`config.mk`:
```
export PLATFORM = sky130hd
export DESIGN_NAME = tlb_match_top
export DESIGN_NICKNAME = d
export VERILOG_FILES = /design/src/hw/tlb_pkg.sv /design/src/hw/tlb_ifs.sv /design/src/hw/tlb_decode.sv /design/src/hw/tlb_execute.sv /design/src/hw/tlb_result.sv /design/src/hw/tlb_match_top.sv
export VERILOG_INCLUDE_DIRS = /design/src /design/src/hw
export SDC_FILE = /design/constraint.sdc
export NUM_CORES = 1
export LEC_CHECK = 0
export ABC_CLOCK_PERIOD_IN_PS = 9560
export BUFFER_PORTS_ARGS = -buffer_cell sky130_fd_sc_hd__buf_4
export CAP_MARGIN = 20
export CORE_ASPECT_RATIO = 0.9
export CORE_UTILIZATION = 30
export CTS_BUF_LIST = sky130_fd_sc_hd__clkbuf_4
export DETAILED_ROUTE_END_ITERATION = 12
export SYNTH_ARGS = -nofsm -noshare
export SYNTH_HDL_FRONTEND = slang
export SYNTH_HIERARCHICAL = 1
export SYNTH_SLANG_ARGS = --single-unit
```
`constraint.sdc`:
```
create_clock -name clk -period 9.56 [get_ports clk]
set_clock_uncertainty 0.05 [all_clocks]
set_input_delay 0.956 -clock clk [delete_from_list [all_inputs] [get_ports clk]]
set_output_delay 0.956 -clock clk [all_outputs]
set_load 0.01 [all_outputs]
```
`src/hw/tlb_consts.svh`:
```
/*
 * Field widths, entry count and page-size group boundaries for the TLB
 * match unit. Included by the package and by every RTL file that sizes ports
 */
`ifndef TLB_CONSTS_SVH
`define TLB_CONSTS_SVH

`define TLB_EPN_W     52
`define TLB_PID_W     14
`define TLB_LPID_W    8
`define TLB_THD_W     4
`define TLB_CLS_W     2
`define TLB_SIZE_W    4
`define TLB_ENTRIES   4
`define TLB_IDX_W     2
`define TLB_NGRP      5

// First EPN bit of each page-size group, MSB-first numbering
`define TLB_G1G_LO    34
`define TLB_G256M_LO  36
`define TLB_G16M_LO   40
`define TLB_G1M_LO    44
`define TLB_G64K_LO   48

`endif

```
`src/hw/tlb_pkg.sv`:
```
/*
 * Shared types for the TLB match unit: command opcodes, page-size codes
 * and the layout of one stored entry
 */
`include "tlb_consts.svh"

package tlb_pkg;

   typedef enum logic [1:0] {
      op_nop        = 2'b00,
      op_write      = 2'b01,
      op_search     = 2'b10,
      op_invalidate = 2'b11
   } tlb_op_e;

   // Codes outside this list are rejected on write
   typedef enum logic [`TLB_SIZE_W-1:0] {
      size_4k   = 4'b0001,
      size_64k  = 4'b0011,
      size_1m   = 4'b0101,
      size_16m  = 4'b0111,
      size_256m = 4'b1001,
      size_1g   = 4'b1010
   } tlb_size_e;

   // cmpmask has one bit per group, set when the page covers that group.
   // xmask marks only the group at the page's own size
   typedef struct packed {
      logic                    valid;
      logic [0:`TLB_EPN_W-1]   epn;
      logic [0:`TLB_NGRP-1]    cmpmask;
      logic [0:`TLB_NGRP-1]    xmask;
      logic                    xbit;
      logic [0:`TLB_CLS_W-1]   cls;
      logic                    gs;
      logic                    ts;
      logic [0:`TLB_THD_W-1]   thdid;
      logic [0:`TLB_PID_W-1]   pid;
      logic [0:`TLB_LPID_W-1]  lpid;
   } tlb_entry_t;

endpackage

```
`src/hw/tlb_ifs.sv`:
```
/*
 * Stage-to-stage buses of the TLB pipeline. The command bus runs from
 * decode to execute, the hit bus from execute to result
 */
`timescale 1ns/10ps
`include "tlb_consts.svh"

interface tlb_cmd_if;
   logic                    valid;
   tlb_pkg::tlb_op_e        op;
   logic [`TLB_IDX_W-1:0]   index;
   logic [0:`TLB_EPN_W-1]   epn;
   logic [0:`TLB_NGRP-1]    cmpmask;
   logic [0:`TLB_NGRP-1]    xmask;
   logic                    xbit;
   logic [0:`TLB_CLS_W-1]   cls;
   logic                    gs;
   logic                    ts;
   logic [0:`TLB_THD_W-1]   thdid;
   logic [0:`TLB_PID_W-1]   pid;
   logic [0:`TLB_LPID_W-1]  lpid;
   logic                    class_en;
   logic                    state_en;
   logic                    thdid_en;
   logic                    wild_en;
   logic                    bad_size;

   modport dec (output valid, op, index, epn, cmpmask, xmask, xbit, cls, gs, ts,
                thdid, pid, lpid, class_en, state_en, thdid_en, wild_en, bad_size);
   modport exe (input valid, op, index, epn, cmpmask, xmask, xbit, cls, gs, ts,
                thdid, pid, lpid, class_en, state_en, thdid_en, wild_en, bad_size);
endinterface

interface tlb_hit_if;
   logic                    valid;
   tlb_pkg::tlb_op_e        op;
   logic                    bad_size;
   // Bit i set when entry i matched a search or invalidate
   logic [`TLB_ENTRIES-1:0] hits;

   modport exe (output valid, op, bad_size, hits);
   modport res (input valid, op, bad_size, hits);
endinterface

```
`src/hw/tlb_decode.sv`:
```
/*
 * First pipeline stage. Registers the incoming command, turns the page-size
 * code into the compare and exclusion masks, and sets the field enables
 */
`timescale 1ns/10ps
`include "tlb_consts.svh"

module tlb_decode (
   input  logic                    clk,
   input  logic                    rst,
   input  logic                    cmd_valid,
   input  tlb_pkg::tlb_op_e        cmd_op,
   input  logic [`TLB_IDX_W-1:0]   cmd_index,
   input  logic [0:`TLB_EPN_W-1]   cmd_epn,
   input  logic [`TLB_SIZE_W-1:0]  cmd_size,
   input  logic                    cmd_xbit,
   input  logic [0:`TLB_CLS_W-1]   cmd_class,
   input  logic                    cmd_gs,
   input  logic                    cmd_ts,
   input  logic [0:`TLB_THD_W-1]   cmd_thdid,
   input  logic [0:`TLB_PID_W-1]   cmd_pid,
   input  logic [0:`TLB_LPID_W-1]  cmd_lpid,
   tlb_cmd_if.dec                  cmd
);

   logic [0:`TLB_NGRP-1] size_cmpmask;
   logic [0:`TLB_NGRP-1] size_xmask;
   logic                 size_ok;
   logic                 is_search;

   // Group order in both masks is 1G, 256M, 16M, 1M, 64K
   always_comb
   begin
      {size_ok, size_cmpmask, size_xmask} = '0;
      case (cmd_size)
         tlb_pkg::size_4k:   {size_ok, size_cmpmask, size_xmask} = 11'b1_00000_00000;
         tlb_pkg::size_64k:  {size_ok, size_cmpmask, size_xmask} = 11'b1_00001_00001;
         tlb_pkg::size_1m:   {size_ok, size_cmpmask, size_xmask} = 11'b1_00011_00010;
         tlb_pkg::size_16m:  {size_ok, size_cmpmask, size_xmask} = 11'b1_00111_00100;
         tlb_pkg::size_256m: {size_ok, size_cmpmask, size_xmask} = 11'b1_01111_01000;
         tlb_pkg::size_1g:   {size_ok, size_cmpmask, size_xmask} = 11'b1_11111_10000;
         default:            {size_ok, size_cmpmask, size_xmask} = '0;
      endcase
   end

   assign is_search = (cmd_op == tlb_pkg::op_search);

   always_ff @(posedge clk)
   begin
      if (rst)
      begin
         cmd.valid <= 1'b0;
         cmd.op    <= tlb_pkg::op_nop;
      end
      else
      begin
         cmd.valid <= cmd_valid;
         cmd.op    <= cmd_op;
      end
   end

   // Invalidate compares only address, pid and lpid, and never wildcards
   always_ff @(posedge clk)
   begin
      if (cmd_valid)
      begin
         cmd.index    <= cmd_index;
         cmd.epn      <= cmd_epn;
         cmd.cmpmask  <= size_cmpmask;
         cmd.xmask    <= size_xmask;
         cmd.xbit     <= cmd_xbit;
         cmd.cls      <= cmd_class;
         cmd.gs       <= cmd_gs;
         cmd.ts       <= cmd_ts;
         cmd.thdid    <= cmd_thdid;
         cmd.pid      <= cmd_pid;
         cmd.lpid     <= cmd_lpid;
         cmd.class_en <= is_search;
         cmd.state_en <= is_search;
         cmd.thdid_en <= is_search;
         cmd.wild_en  <= is_search;
         cmd.bad_size <= (cmd_op == tlb_pkg::op_write) && !size_ok;
      end
   end

endmodule

```
`src/hw/tlb_execute.sv`:
```
/*
 * Second pipeline stage. Holds the entry array, applies writes and
 * invalidates, and compares the command against every entry in parallel
 */
`timescale 1ns/10ps
`include "tlb_consts.svh"

module tlb_execute (
   input  logic   clk,
   input  logic   rst,
   tlb_cmd_if.exe cmd,
   tlb_hit_if.exe hit
);

   tlb_pkg::tlb_entry_t     entry_q [`TLB_ENTRIES];
   logic [`TLB_ENTRIES-1:0] match;
   logic                    lookup;

   // One matchline: address with page masking and exclusion, then context
   function automatic logic entry_match (
      input tlb_pkg::tlb_entry_t     e,
      input logic [0:`TLB_EPN_W-1]   addr,
      input logic [0:`TLB_CLS_W-1]   cls,
      input logic                    gs,
      input logic                    ts,
      input logic [0:`TLB_THD_W-1]   thdid,
      input logic [0:`TLB_PID_W-1]   pid,
      input logic [0:`TLB_LPID_W-1]  lpid,
      input logic                    class_en,
      input logic                    state_en,
      input logic                    thdid_en,
      input logic                    wild_en
   );
      logic [0:`TLB_EPN_W-1] eq;
      logic [0:`TLB_EPN_W-1] ex;
      logic                  addr_ok;
      logic                  excl_ok;
      logic                  ctx_ok;
      logic                  id_ok;

      eq = ~(e.epn ^ addr);
      // Positions where the address has a one and the entry EPN a zero
      ex = ~e.epn & addr;

      addr_ok = (&eq[0:`TLB_G1G_LO-1])
              & ((&eq[`TLB_G1G_LO:`TLB_G256M_LO-1]) | e.cmpmask[0])
              & ((&eq[`TLB_G256M_LO:`TLB_G16M_LO-1]) | e.cmpmask[1])
              & ((&eq[`TLB_G16M_LO:`TLB_G1M_LO-1]) | e.cmpmask[2])
              & ((&eq[`TLB_G1M_LO:`TLB_G64K_LO-1]) | e.cmpmask[3])
              & ((&eq[`TLB_G64K_LO:`TLB_EPN_W-1]) | e.cmpmask[4]);

      // With xbit set the page excludes the address range under the EPN's ones
      excl_ok = (~e.xbit | ~e.xmask[0] | (|ex[`TLB_G1G_LO:`TLB_EPN_W-1]))
              & (~e.xbit | ~e.xmask[1] | (|ex[`TLB_G256M_LO:`TLB_EPN_W-1]))
              & (~e.xbit | ~e.xmask[2] | (|ex[`TLB_G16M_LO:`TLB_EPN_W-1]))
              & (~e.xbit | ~e.xmask[3] | (|ex[`TLB_G1M_LO:`TLB_EPN_W-1]))
              & (~e.xbit | ~e.xmask[4] | (|ex[`TLB_G64K_LO:`TLB_EPN_W-1]));

      ctx_ok = ((e.cls == cls) | ~class_en)
             & (((e.gs == gs) & (e.ts == ts)) | ~state_en)
             & ((|(e.thdid & thdid)) | ~thdid_en);

      // A zero id in the entry acts as a wildcard on search only
      id_ok = ((e.pid == pid) | (wild_en & ~(|e.pid)))
            & ((e.lpid == lpid) | (wild_en & ~(|e.lpid)));

      return e.valid & addr_ok & excl_ok & ctx_ok & id_ok;
   endfunction

   genvar i;
   generate
      for (i = 0; i < `TLB_ENTRIES; i++)
      begin : g_match
         assign match[i] = entry_match(entry_q[i], cmd.epn, cmd.cls, cmd.gs, cmd.ts,
                                       cmd.thdid, cmd.pid, cmd.lpid, cmd.class_en,
                                       cmd.state_en, cmd.thdid_en, cmd.wild_en);
      end
   endgenerate

   assign lookup = (cmd.op == tlb_pkg::op_search) || (cmd.op == tlb_pkg::op_invalidate);

   always_ff @(posedge clk)
   begin
      if (rst)
      begin
         for (int k = 0; k < `TLB_ENTRIES; k++)
         begin
            entry_q[k].valid <= 1'b0;
         end
      end
      else if (cmd.valid)
      begin
         if (cmd.op == tlb_pkg::op_write && !cmd.bad_size)
         begin
            entry_q[cmd.index] <= '{valid:   1'b1,
                                    epn:     cmd.epn,
                                    cmpmask: cmd.cmpmask,
                                    xmask:   cmd.xmask,
                                    xbit:    cmd.xbit,
                                    cls:     cmd.cls,
                                    gs:      cmd.gs,
                                    ts:      cmd.ts,
                                    thdid:   cmd.thdid,
                                    pid:     cmd.pid,
                                    lpid:    cmd.lpid};
         end
         else if (cmd.op == tlb_pkg::op_invalidate)
         begin
            for (int k = 0; k < `TLB_ENTRIES; k++)
            begin
               if (match[k])
               begin
                  entry_q[k].valid <= 1'b0;
               end
            end
         end
      end
   end

   always_ff @(posedge clk)
   begin
      if (rst)
      begin
         hit.valid <= 1'b0;
         hit.op    <= tlb_pkg::op_nop;
      end
      else
      begin
         hit.valid <= cmd.valid;
         hit.op    <= cmd.op;
      end
   end

   // Write and nop carry an empty hit vector
   always_ff @(posedge clk)
   begin
      hit.bad_size <= cmd.bad_size;
      hit.hits     <= lookup ? match : '0;
   end

endmodule

```
`src/hw/tlb_result.sv`:
```
/*
 * Last pipeline stage. Reduces the hit vector to hit, lowest index and
 * multi-hit, and drives the registered result outputs
 */
`timescale 1ns/10ps
`include "tlb_consts.svh"

module tlb_result (
   input  logic                  clk,
   input  logic                  rst,
   tlb_hit_if.res                hit,
   output logic                  res_valid,
   output tlb_pkg::tlb_op_e      res_op,
   output logic                  res_hit,
   output logic [`TLB_IDX_W-1:0] res_index,
   output logic                  res_multi,
   output logic                  res_err
);

   logic [`TLB_IDX_W-1:0] low_index;
   logic                  multi;

   // Scan from the top so the lowest hitting entry wins
   always_comb
   begin
      low_index = '0;
      for (int i = `TLB_ENTRIES-1; i >= 0; i--)
      begin
         if (hit.hits[i])
         begin
            low_index = `TLB_IDX_W'(i);
         end
      end
   end

   // Clearing the lowest set bit leaves something only if two or more were set
   assign multi = |(hit.hits & (hit.hits - 1'b1));

   always_ff @(posedge clk)
   begin
      if (rst)
      begin
         res_valid <= 1'b0;
         res_op    <= tlb_pkg::op_nop;
         res_hit   <= 1'b0;
         res_multi <= 1'b0;
         res_err   <= 1'b0;
      end
      else
      begin
         res_valid <= hit.valid;
         res_op    <= hit.op;
         res_hit   <= |hit.hits;
         res_multi <= multi;
         res_err   <= hit.bad_size && (hit.op == tlb_pkg::op_write);
      end
   end

   always_ff @(posedge clk)
   begin
      res_index <= low_index;
   end

endmodule

```
`src/hw/tlb_match_top.sv`:
```
/*
 * Top level of the TLB match unit. Chains decode, execute and result;
 * each command returns its result three clock edges after it is taken
 */
`timescale 1ns/10ps
`include "tlb_consts.svh"

module tlb_match_top (
   input  logic                    clk,
   input  logic                    rst,
   input  logic                    cmd_valid,
   input  tlb_pkg::tlb_op_e        cmd_op,
   input  logic [`TLB_IDX_W-1:0]   cmd_index,
   input  logic [0:`TLB_EPN_W-1]   cmd_epn,
   input  logic [`TLB_SIZE_W-1:0]  cmd_size,
   input  logic                    cmd_xbit,
   input  logic [0:`TLB_CLS_W-1]   cmd_class,
   input  logic                    cmd_gs,
   input  logic                    cmd_ts,
   input  logic [0:`TLB_THD_W-1]   cmd_thdid,
   input  logic [0:`TLB_PID_W-1]   cmd_pid,
   input  logic [0:`TLB_LPID_W-1]  cmd_lpid,
   output logic                    res_valid,
   output tlb_pkg::tlb_op_e        res_op,
   output logic                    res_hit,
   output logic [`TLB_IDX_W-1:0]   res_index,
   output logic                    res_multi,
   output logic                    res_err
);

   tlb_cmd_if cmd_bus ();
   tlb_hit_if hit_bus ();

   tlb_decode u_decode (
      .clk       (clk),
      .rst       (rst),
      .cmd_valid (cmd_valid),
      .cmd_op    (cmd_op),
      .cmd_index (cmd_index),
      .cmd_epn   (cmd_epn),
      .cmd_size  (cmd_size),
      .cmd_xbit  (cmd_xbit),
      .cmd_class (cmd_class),
      .cmd_gs    (cmd_gs),
      .cmd_ts    (cmd_ts),
      .cmd_thdid (cmd_thdid),
      .cmd_pid   (cmd_pid),
      .cmd_lpid  (cmd_lpid),
      .cmd       (cmd_bus)
   );

   tlb_execute u_execute (
      .clk (clk),
      .rst (rst),
      .cmd (cmd_bus),
      .hit (hit_bus)
   );

   tlb_result u_result (
      .clk       (clk),
      .rst       (rst),
      .hit       (hit_bus),
      .res_valid (res_valid),
      .res_op    (res_op),
      .res_hit   (res_hit),
      .res_index (res_index),
      .res_multi (res_multi),
      .res_err   (res_err)
   );

endmodule

```
* Yosys cells after proc, flatten, opt, wreduce, memory -nomap -nowiden *
Memory sizes are Yosys's and may differ from the RTL's.
Cells that the tools add are included.

operators by class
  add/sub/neg operators = 1
  bitwise operators = 214
  equality and inequality tests = 32
  multiplexer cells = 43
  reductions and logical operators = 67

operators by type and width
  kind                             count
  inverter 52 bit                  4
  bitwise XOR 52 bit               4
  AND reduction 34 bit             4
  2-to-1 mux 94 bit                1
  OR reduction 94 bit              1
  OR 1 bit                         84
  bitwise AND 1 bit                76
  bitwise AND 18 bit               4
  inverter 18 bit                  4
  OR reduction 18 bit              4
  AND reduction 4 bit              16
  OR reduction 16 bit              4
  OR reduction 8 bit               8
  == test 14 bit                   4
  OR reduction 14 bit              4
  case mux 5 bit (5 select lines)  2
  OR reduction 12 bit              4
  OR reduction 4 bit               10
  2-to-1 mux 1 bit                 36
  inverter 1 bit                   33
  == test 8 bit                    4
  bitwise AND 4 bit                5
  == test 1 bit                    8
  == test 2 bit                    4
  other kinds (14)                 29

storage, ports and cells
  memories kept = 1
  flip-flop bits (word level) = 116
  bits of input ports = 94
  memory bits (writable) = 376

memory list
  name               words  width  rd ports  clocked after memory_dff  wr ports  line               text
  u_execute.entry_q  4      94     4         0                         4         tlb_execute.sv:15  tlb_pkg::tlb_entry_t entry_q [`TLB_ENTRIES];

* Longest topological paths before layout *
Gate-level depths: netlist of the first run.
An unclocked memory read counts as a cell.

  depth in word-level cells = 22
  gate-level depth with buffers = 8

* Cells and area by module *
The synthesis of the first run kept the hierarchy.

by module, submodules not included
  module       area each (um^2)  cells each  sequential area each (um^2)  times used
  tlb_execute  16279.4           1025        11410.9                      1
  tlb_decode   3118.0            125         2942.8                       1
  tlb_result   241.5             22          160.2                        1

* Worst setup path before layout of the first run *
No wires, ideal clock.

  kind = in2reg
  from = in rst
  to = mem u_execute/entry_q[2][0] (netlist bit) (enable)
  data required time = 8830 ps
  path buffers = 0
  cell stages on the path = 2
  arrival time = 8343 ps
  setup slack = 487 ps
  cells stage by stage = or4_1 > nor3b_1

RTL lines
  item                line                 text
  start: declaration  tlb_match_top.sv:10  input logic rst,
  end: declaration    tlb_execute.sv:15

==> results of run 1 <==
==> layout by cell type, fill, tap and decap left out, drive strengths merged, types with 2 or more instances in the layout <==
master   synthesis  final
edfxtp         468    468
clkbuf           1    171
xor2           124    124
xnor2          110    110
buf              6    109
inv             82     86
ha              72     72
nor4            62     62
nand4           41     41
clkinv           0     39
nor2            27     27
nand2           23     23
dfxtp           23     23
a21oi           17     17
a41oi           15     15
o21ai           13     13
nand3           11     11
nor3             9      9
nor2b            9      9
nand2b           6      6
a2111oi          5      5
bufinv           0      4
o211ai           4      4
a222oi           4      4
nor4b            4      4
and3             4      4
diode            0      3
and4             3      3
o2111ai          3      3
a211oi           3      3
or4              3      3
nand3b           2      2
o31ai            2      2
a211o            2      2
a41o             2      2
nand4bb          2      2
nor3b            2      2
==> area by class of cell <==
cell class	instances	area share
Antenna cell	3	0.000325
Clock buffer	171	0.0556
Clock inverter	47	0.0124
Inverter	82	0.0133
Multi-Input combinational cell	592	0.208
Sequential cell	491	0.629
Tap cell	855	0.0463
Timing Repair Buffer	109	0.0354
==> worst paths after layout <==
check | end | cells past startpoint
min reg2reg | u_execute/hit.bad_size | 0
min | u_decode/cmd.pid[6] | 1
max reg2reg | u_execute/entry_q[2][60] | 4
max | u_execute/entry_q[2][60] | 4
==> report_power, final <==
| part | total (mW) | internal (mW) | leakage (nW) | switching (mW) |
|---|---|---|---|---|
| clock | 1.76 | 0.929 | 0.924 | 0.830 |
| sequential | 2.51 | 2.41 | 4.47 | 0.0983 |
| combinational | 0.162 | 0.0863 | 2.69 | 0.0753 |
==> layer usage <==
| metal | routed length, um | vias to the layer above |
|---|---|---|
| met4 | 895 | 0 |
| met5 | 0 | - |
| met3 | 2390 | 75 |
| li1 | - | 4984 |
| met2 | 19000 | 288 |
| met1 | 20400 | 5207 |
==> sequential cells by signal, summed over array words and instances, names as in the netlist, 2 cells and up <==
| signal | cells |
|---|---|
| u_decode/cmd.lpid | 8 |
| u_execute/entry_q | 376 |
| u_decode/cmd.cmpmask | 5 |
| u_decode/cmd.xmask | 4 |
| u_execute/hit.op | 2 |
| u_result/res_op | 2 |
| u_decode/cmd.epn | 52 |
| u_decode/cmd.cls | 2 |
| u_result/res_index | 2 |
| u_execute/hit.hits | 4 |
| u_decode/cmd.pid | 14 |
| u_decode/cmd.thdid | 4 |
| u_decode/cmd.index | 2 |
| u_decode/cmd.op | 2 |
==> synth_stat cells, types with 4 or more instances <==
master / instances / area, um2
sky130_fd_sc_hd__a21oi_1: 17 / 85.1
sky130_fd_sc_hd__ha_1: 72 / 901
sky130_fd_sc_hd__nand4_1: 40 / 250
sky130_fd_sc_hd__nor2b_1: 8 / 50.1
sky130_fd_sc_hd__inv_1: 81 / 304
sky130_fd_sc_hd__nand2b_1: 6 / 37.5
sky130_fd_sc_hd__nor3_1: 9 / 45.0
sky130_fd_sc_hd__xor2_1: 124 / 1090
sky130_fd_sc_hd__a222oi_1: 4 / 40.0
sky130_fd_sc_hd__dfxtp_1: 23 / 460
sky130_fd_sc_hd__nand3_1: 10 / 50.1
sky130_fd_sc_hd__nor2_1: 27 / 101
sky130_fd_sc_hd__nor4b_1: 4 / 35.0
sky130_fd_sc_hd__a41oi_1: 15 / 131
sky130_fd_sc_hd__xnor2_1: 110 / 963
sky130_fd_sc_hd__nor4_1: 61 / 382
sky130_fd_sc_hd__o21ai_0: 12 / 60.1
sky130_fd_sc_hd__edfxtp_1: 468 / 14100
sky130_fd_sc_hd__buf_4: 4 / 30.0
sky130_fd_sc_hd__nand2_1: 23 / 86.3
sky130_fd_sc_hd__o211ai_1: 4 / 30.0
==> logic make-up after synthesis <==
group,after synthesis,share of synthesized area
flops,491,0.739
xor+xnor,234,0.104
simple gates,211,0.0635
buf+inv,89,0.0179
compound gates,75,0.0293
fa+ha+maj,72,0.0459
==> worst max-delay path: cells and delay by family (launching register included) <==
kind                   cells  cell delay (ns)
AND/OR/NAND/NOR            2             0.82
flip-flops                 1             0.44
buffers and inverters      2             1.20
==> stage by stage <==
step                      worst slack, ns   util  std cells  power [mW]
after global routing                 6.46  0.358       2350        4.63
after global placement               5.98  0.334       2129        2.72
after CTS                            6.59  0.358       2347        4.50
after detailed placement             5.94  0.334       2129        2.72
after floorplan                     0.487      -       1172        2.60
final                                6.57  0.358       2350        4.43
==> flow_summary.toml, run 1 <==
[place]
buffer_ports.inserted = 101
placed_area_mm2 = 0.0215
hpwlAfterDp_mm = 27.7
place.gp.congestion = 0.768

[floorplan]
fp-row-count = 88
die_width_um = 272
die_area_mm2 = 0.0665
core_area_mm2 = 0.0644
floorplan.initialDensity = 0.305
ios = 102
die_h_um = 245

[routing]
first_pass_iteration_count_of_the_detailed_router = 4
detail_route.wl_per_cell_um = 18.2
drc = 0
dr_vias_cell = 4.49
wirelength_mm = 42.7
drt_first_iter_violations = 726
via_count = 10554
ant_nets = 0

[layout]
flow.area_growth_from_synthesis_pct = 17.5
filler_cells_inserted = 6204
multi_input_area_mm2 = 0.00480
num-nets-final = 1560
final-seq-area_mm2 = 0.0145
post_route_cells_drive_above_1_share = 0.206
stdcell_area_mm2 = 0.0231

[clock_network]
cts-htree-levels = 3
cts_max_path_buffers = 3
tritoncts_clock_tree = "built"
cts_resized = 0
insertion_delay_ns = 0.86
clock_sink_count = 491
cts_hold_repair.buffers = 0
clock-root-buffer = "sky130_fd_sc_hd__clkbuf_4"
cts_setup_buffers = 0
clk_pin_slew_ns = 0.07
cts_buffers = 118

[timing]
slew_violations = 0
fmax_mhz = 334
max_slew_margin = 0.271
period_share = 0.313
hold_viol_final = 0
rsz0062_at_grt = "no"
setup-tns-final_ns = 0
setup-violations-final = 0
final.min_clock_period_ns = 2.99
tightest_slew_ns = 1.09
timing.hold.ws_ns = 0.218

[worst_setup_path]
critPathLaunch = "u_decode/cmd.bad_size"
rr_startpoint = "u_decode/cmd.bad_size"
critPathMaxFanout = 65
crit_path_cell_trace = "or4_1, nor3b_2, buf_4, buf_4"
timing.setup.critical_path_class = "reg -> reg"
startpoint_type = "flip-flop"
worst-endpoint-arrival_ns = 3.37
worst_path_max_delay_cell = "sky130_fd_sc_hd__buf_4"
regToRegSetupSlack_ns = 6.57
worstSetupEndpointType = "flip-flop"
worst_ep_required_time_ns = 9.94
max_stage_delay_ns = 0.81
crit_top_cell = "sky130_fd_sc_hd__buf_4"

[synth]
yosys_warnings = 6
synthesis.instances = 1172
postSynth.topFlopCell = "sky130_fd_sc_hd__edfxtp_1"
asyncSetResetFlopFracSynth = 0
postSynthNetCount = 1338
ys_ff_latch = 491
synthesis.area_per_instance_um2 = 16.8
synth_cell_type_count = 54
synth_seq_area_share = 0.739
synth_edf_count = 468
syn-cell-area_mm2 = 0.0196

[power_and_ir_drop]
power_density_mw_per_mm2 = 192
peakVddDrop_mv = 0.157
power.leakage_nw = 8.08

[hold_path]
min_from = "cmd_pid[6]"
worst_hold_path_type = "in -> reg"

[global_routing]
met3_usage = 0.0374
grt_most_used_layer = "met2"
grt-ovfl-total = 0
grt_start_max_net_pins = 79
initial_antenna_violation_count = 3
gr-usage-met1 = 0.182
grt_pass1_vias = 10802
grt_util_met2 = 0.191
grt.total_usage = 0.129
grt_pass1_wl_mm = 64.7

[run]
drv_cap = 0

[outcome]
outcome = "finished clean"
Note: power is estimated with default switching activity, not from simulation.
==> run 2: changes to the inputs <==
Settings changed: ABC_CLOCK_PERIOD_IN_PS 9560 to 2500.
Clock period 9.56 ns to 2.5 ns, I/O delays scaled along.
==> flow_summary.toml, run 2 (same netlist as run 1, synthesis figures left out) <==
[outcome]
outcome = "finished clean"

[power_and_ir_drop]
peakVddDrop_mv = 0.377
post-layout-total-power_mw = 17.8
power_density_mw_per_mm2 = 690
power.leakage_nw = 9.41
sequentialPowerShare = 0.531
internal_dissipation_mw = 13.8
netSwitchingFraction = 0.228
power.combinational.fraction = 0.061
power_frac_clock = 0.408
p_sw_mw = 4.07

[routing]
ant_nets = 0
wirelength_mm = 46.6
drc = 0
dr_vias_cell = 4.43
via_count = 11660
detail_route.wl_per_cell_um = 17.7
first_pass_iteration_count_of_the_detailed_router = 4
drt_first_iter_violations = 793

[hold_path]
hold-path-endpoint = "u_decode/cmd.wild_en"
worst_hold_path_type = "in -> reg"
min_from = "cmd_op[0]"
holdPathStages = 3

[timing]
tightest_slew_ns = 0.636
final.min_clock_period_ns = 2.42
final_worst_path_setup_slack_ns = 0.0827
setup-violations-final = 0
period_share = 0.967
hold_viol_final = 0
fmax_mhz = 414
setup-tns-final_ns = 0
timing.hold.ws_ns = 0.207
max_slew_margin = 0.572
slew_violations = 0

[worst_setup_path]
regToRegSetupSlack_ns = 0.08
critPathMaxFanout = 8
startpoint_type = "flip-flop"
rr_worst_depth = 7
worst-endpoint-arrival_ns = 3.22
rr_startpoint = "u_decode/cmd.epn[40]"
crit-reg2reg-capture = "u_execute/hit.hits[0]"
worst_ep_required_time_ns = 3.30
worstSetupEndpointType = "flip-flop"
timing.setup.critical_path_class = "reg -> reg"

[place]
worst_slack_at_placement_ns = -0.0136
placed_area_mm2 = 0.0222
place.gp.congestion = 0.778
hpwlAfterDp_mm = 30.7
dp_cells = 2200
buffer_ports.inserted = 101

[clock_network]
clk_pin_slew_ns = 0.07
cts_max_path_buffers = 3
cts-htree-levels = 4
insertion_delay_ns = 0.96
clock_sink_count = 491
cts_buffers = 136
clock-root-buffer = "sky130_fd_sc_hd__clkbuf_4"
tritoncts_clock_tree = "built"

[layout]
stdcell_area_mm2 = 0.0258
layout.core_utilization = 0.401
registers.top_by_ff_count = "u_execute/entry_q"
final_common_cell = "sky130_fd_sc_hd__edfxtp_1"
post_route_cells_drive_above_1_share = 0.241
max_ffs_per_register = 376
num-nets-final = 1839
reg.largest.list = "u_execute/entry_q (376), u_decode/cmd.epn (52), u_decode/cmd.pid (14)"
flow.area_growth_from_synthesis_pct = 31.6
filler_cells_inserted = 6021
layout_common_cells = "468 x sky130_fd_sc_hd__edfxtp_1, 206 x sky130_fd_sc_hd__clkbuf_4, 184 x sky130_fd_sc_hd__dlygate4sd3_1"
final-instance-count-excl-fill = 2631

[global_routing]
initial_antenna_violation_count = 2
grt-ovfl-total = 0
grt_pass1_wl_mm = 71.9
grt_start_max_net_pins = 73
grt_pass1_vias = 12405
grt.total_usage = 0.144

[floorplan]
die_area_mm2 = 0.0665
core_area_mm2 = 0.0644
die_h_um = 245
floorplan.initialDensity = 0.305
fp-row-count = 88
die_width_um = 272
ios = 102

[run]
drv_cap = 0
-- run 2: changes by cell type in the layout (fill, tap and decap cells not counted), sizes merged --
| cell | delta |
|---|---|
| buf | +77 |
| clkbuf | +35 |
| bufinv | -2 |
| clkinv | -14 |
| clkinvlp | +1 |
| dlygate4sd3 | +184 |
-- run 2: cell type report --
cell class | count | area (um2) | area share
Antenna cell | 3 | 7.51 | 0.000291
Clock buffer | 206 | 1550 | 0.0598
Clock inverter | 32 | 181 | 0.00702
Inverter | 82 | 308 | 0.0119
Multi-Input combinational cell | 592 | 4850 | 0.188
Sequential cell | 491 | 14500 | 0.562
Tap cell | 855 | 1070 | 0.0414
Timing Repair Buffer | 370 | 3360 | 0.130
-- run 2: how the worst max path moves through the flow --
stage	start	endpoint	slack (ns)	cells after the start
2_1_floorplan	u_decode/cmd.bad_size	u_execute/entry_q[2][0]	-1.34	2
3_3_place_gp	u_decode/cmd.epn[28]	u_execute/hit.hits[2]	-0.05	7
3_5_place_dp	u_decode/cmd.epn[28]	u_execute/hit.hits[2]	-0.01	7
4_1_cts	u_decode/cmd.epn[36]	u_execute/entry_q[3][93]	0.03	8
5_1_grt	u_decode/cmd.epn[40]	u_execute/hit.hits[0]	-0.07	7
6_report	u_decode/cmd.epn[40]	u_execute/hit.hits[0]	0.08	7
-- run 2: repair_timing --
action | CTS | global route
hold buffers | 184 | 0
endpoints found under the setup margin | 1 | 6
setup buffers | 0 | 6
gates resized for setup | 1 | 5
hold endpoints to repair | 429 | 0
-- run 2: power groups by stage --
stage / clock network [mW] / logic (mW) / registers (mW)
after floorplan: 0 / 0.361 / 9.60
after global routing: 8.05 / 1.19 / 9.50
after global placement: 0 / 0.834 / 9.65
after detailed placement: 0 / 0.844 / 9.66
final: 7.29 / 1.08 / 9.47
after CTS: 7.60 / 1.07 / 9.48
-- run 2: worst max-delay path: stages (launching register included) --
cell and delay [ns]:
sky130_fd_sc_hd__edfxtp_1 0.54, sky130_fd_sc_hd__ha_1 0.28, sky130_fd_sc_hd__nor4_1 0.36, sky130_fd_sc_hd__o21ai_1 0.13
sky130_fd_sc_hd__o21bai_1 0.20, sky130_fd_sc_hd__a21oi_1 0.10, sky130_fd_sc_hd__or4_1 0.45, sky130_fd_sc_hd__and4_1 0.20
-- run 2: layer usage --
metal  track usage  share of wire
met1         0.191           0.46
met2         0.219           0.46
met3        0.0387          0.059
met4        0.0691          0.020
met5             0              0
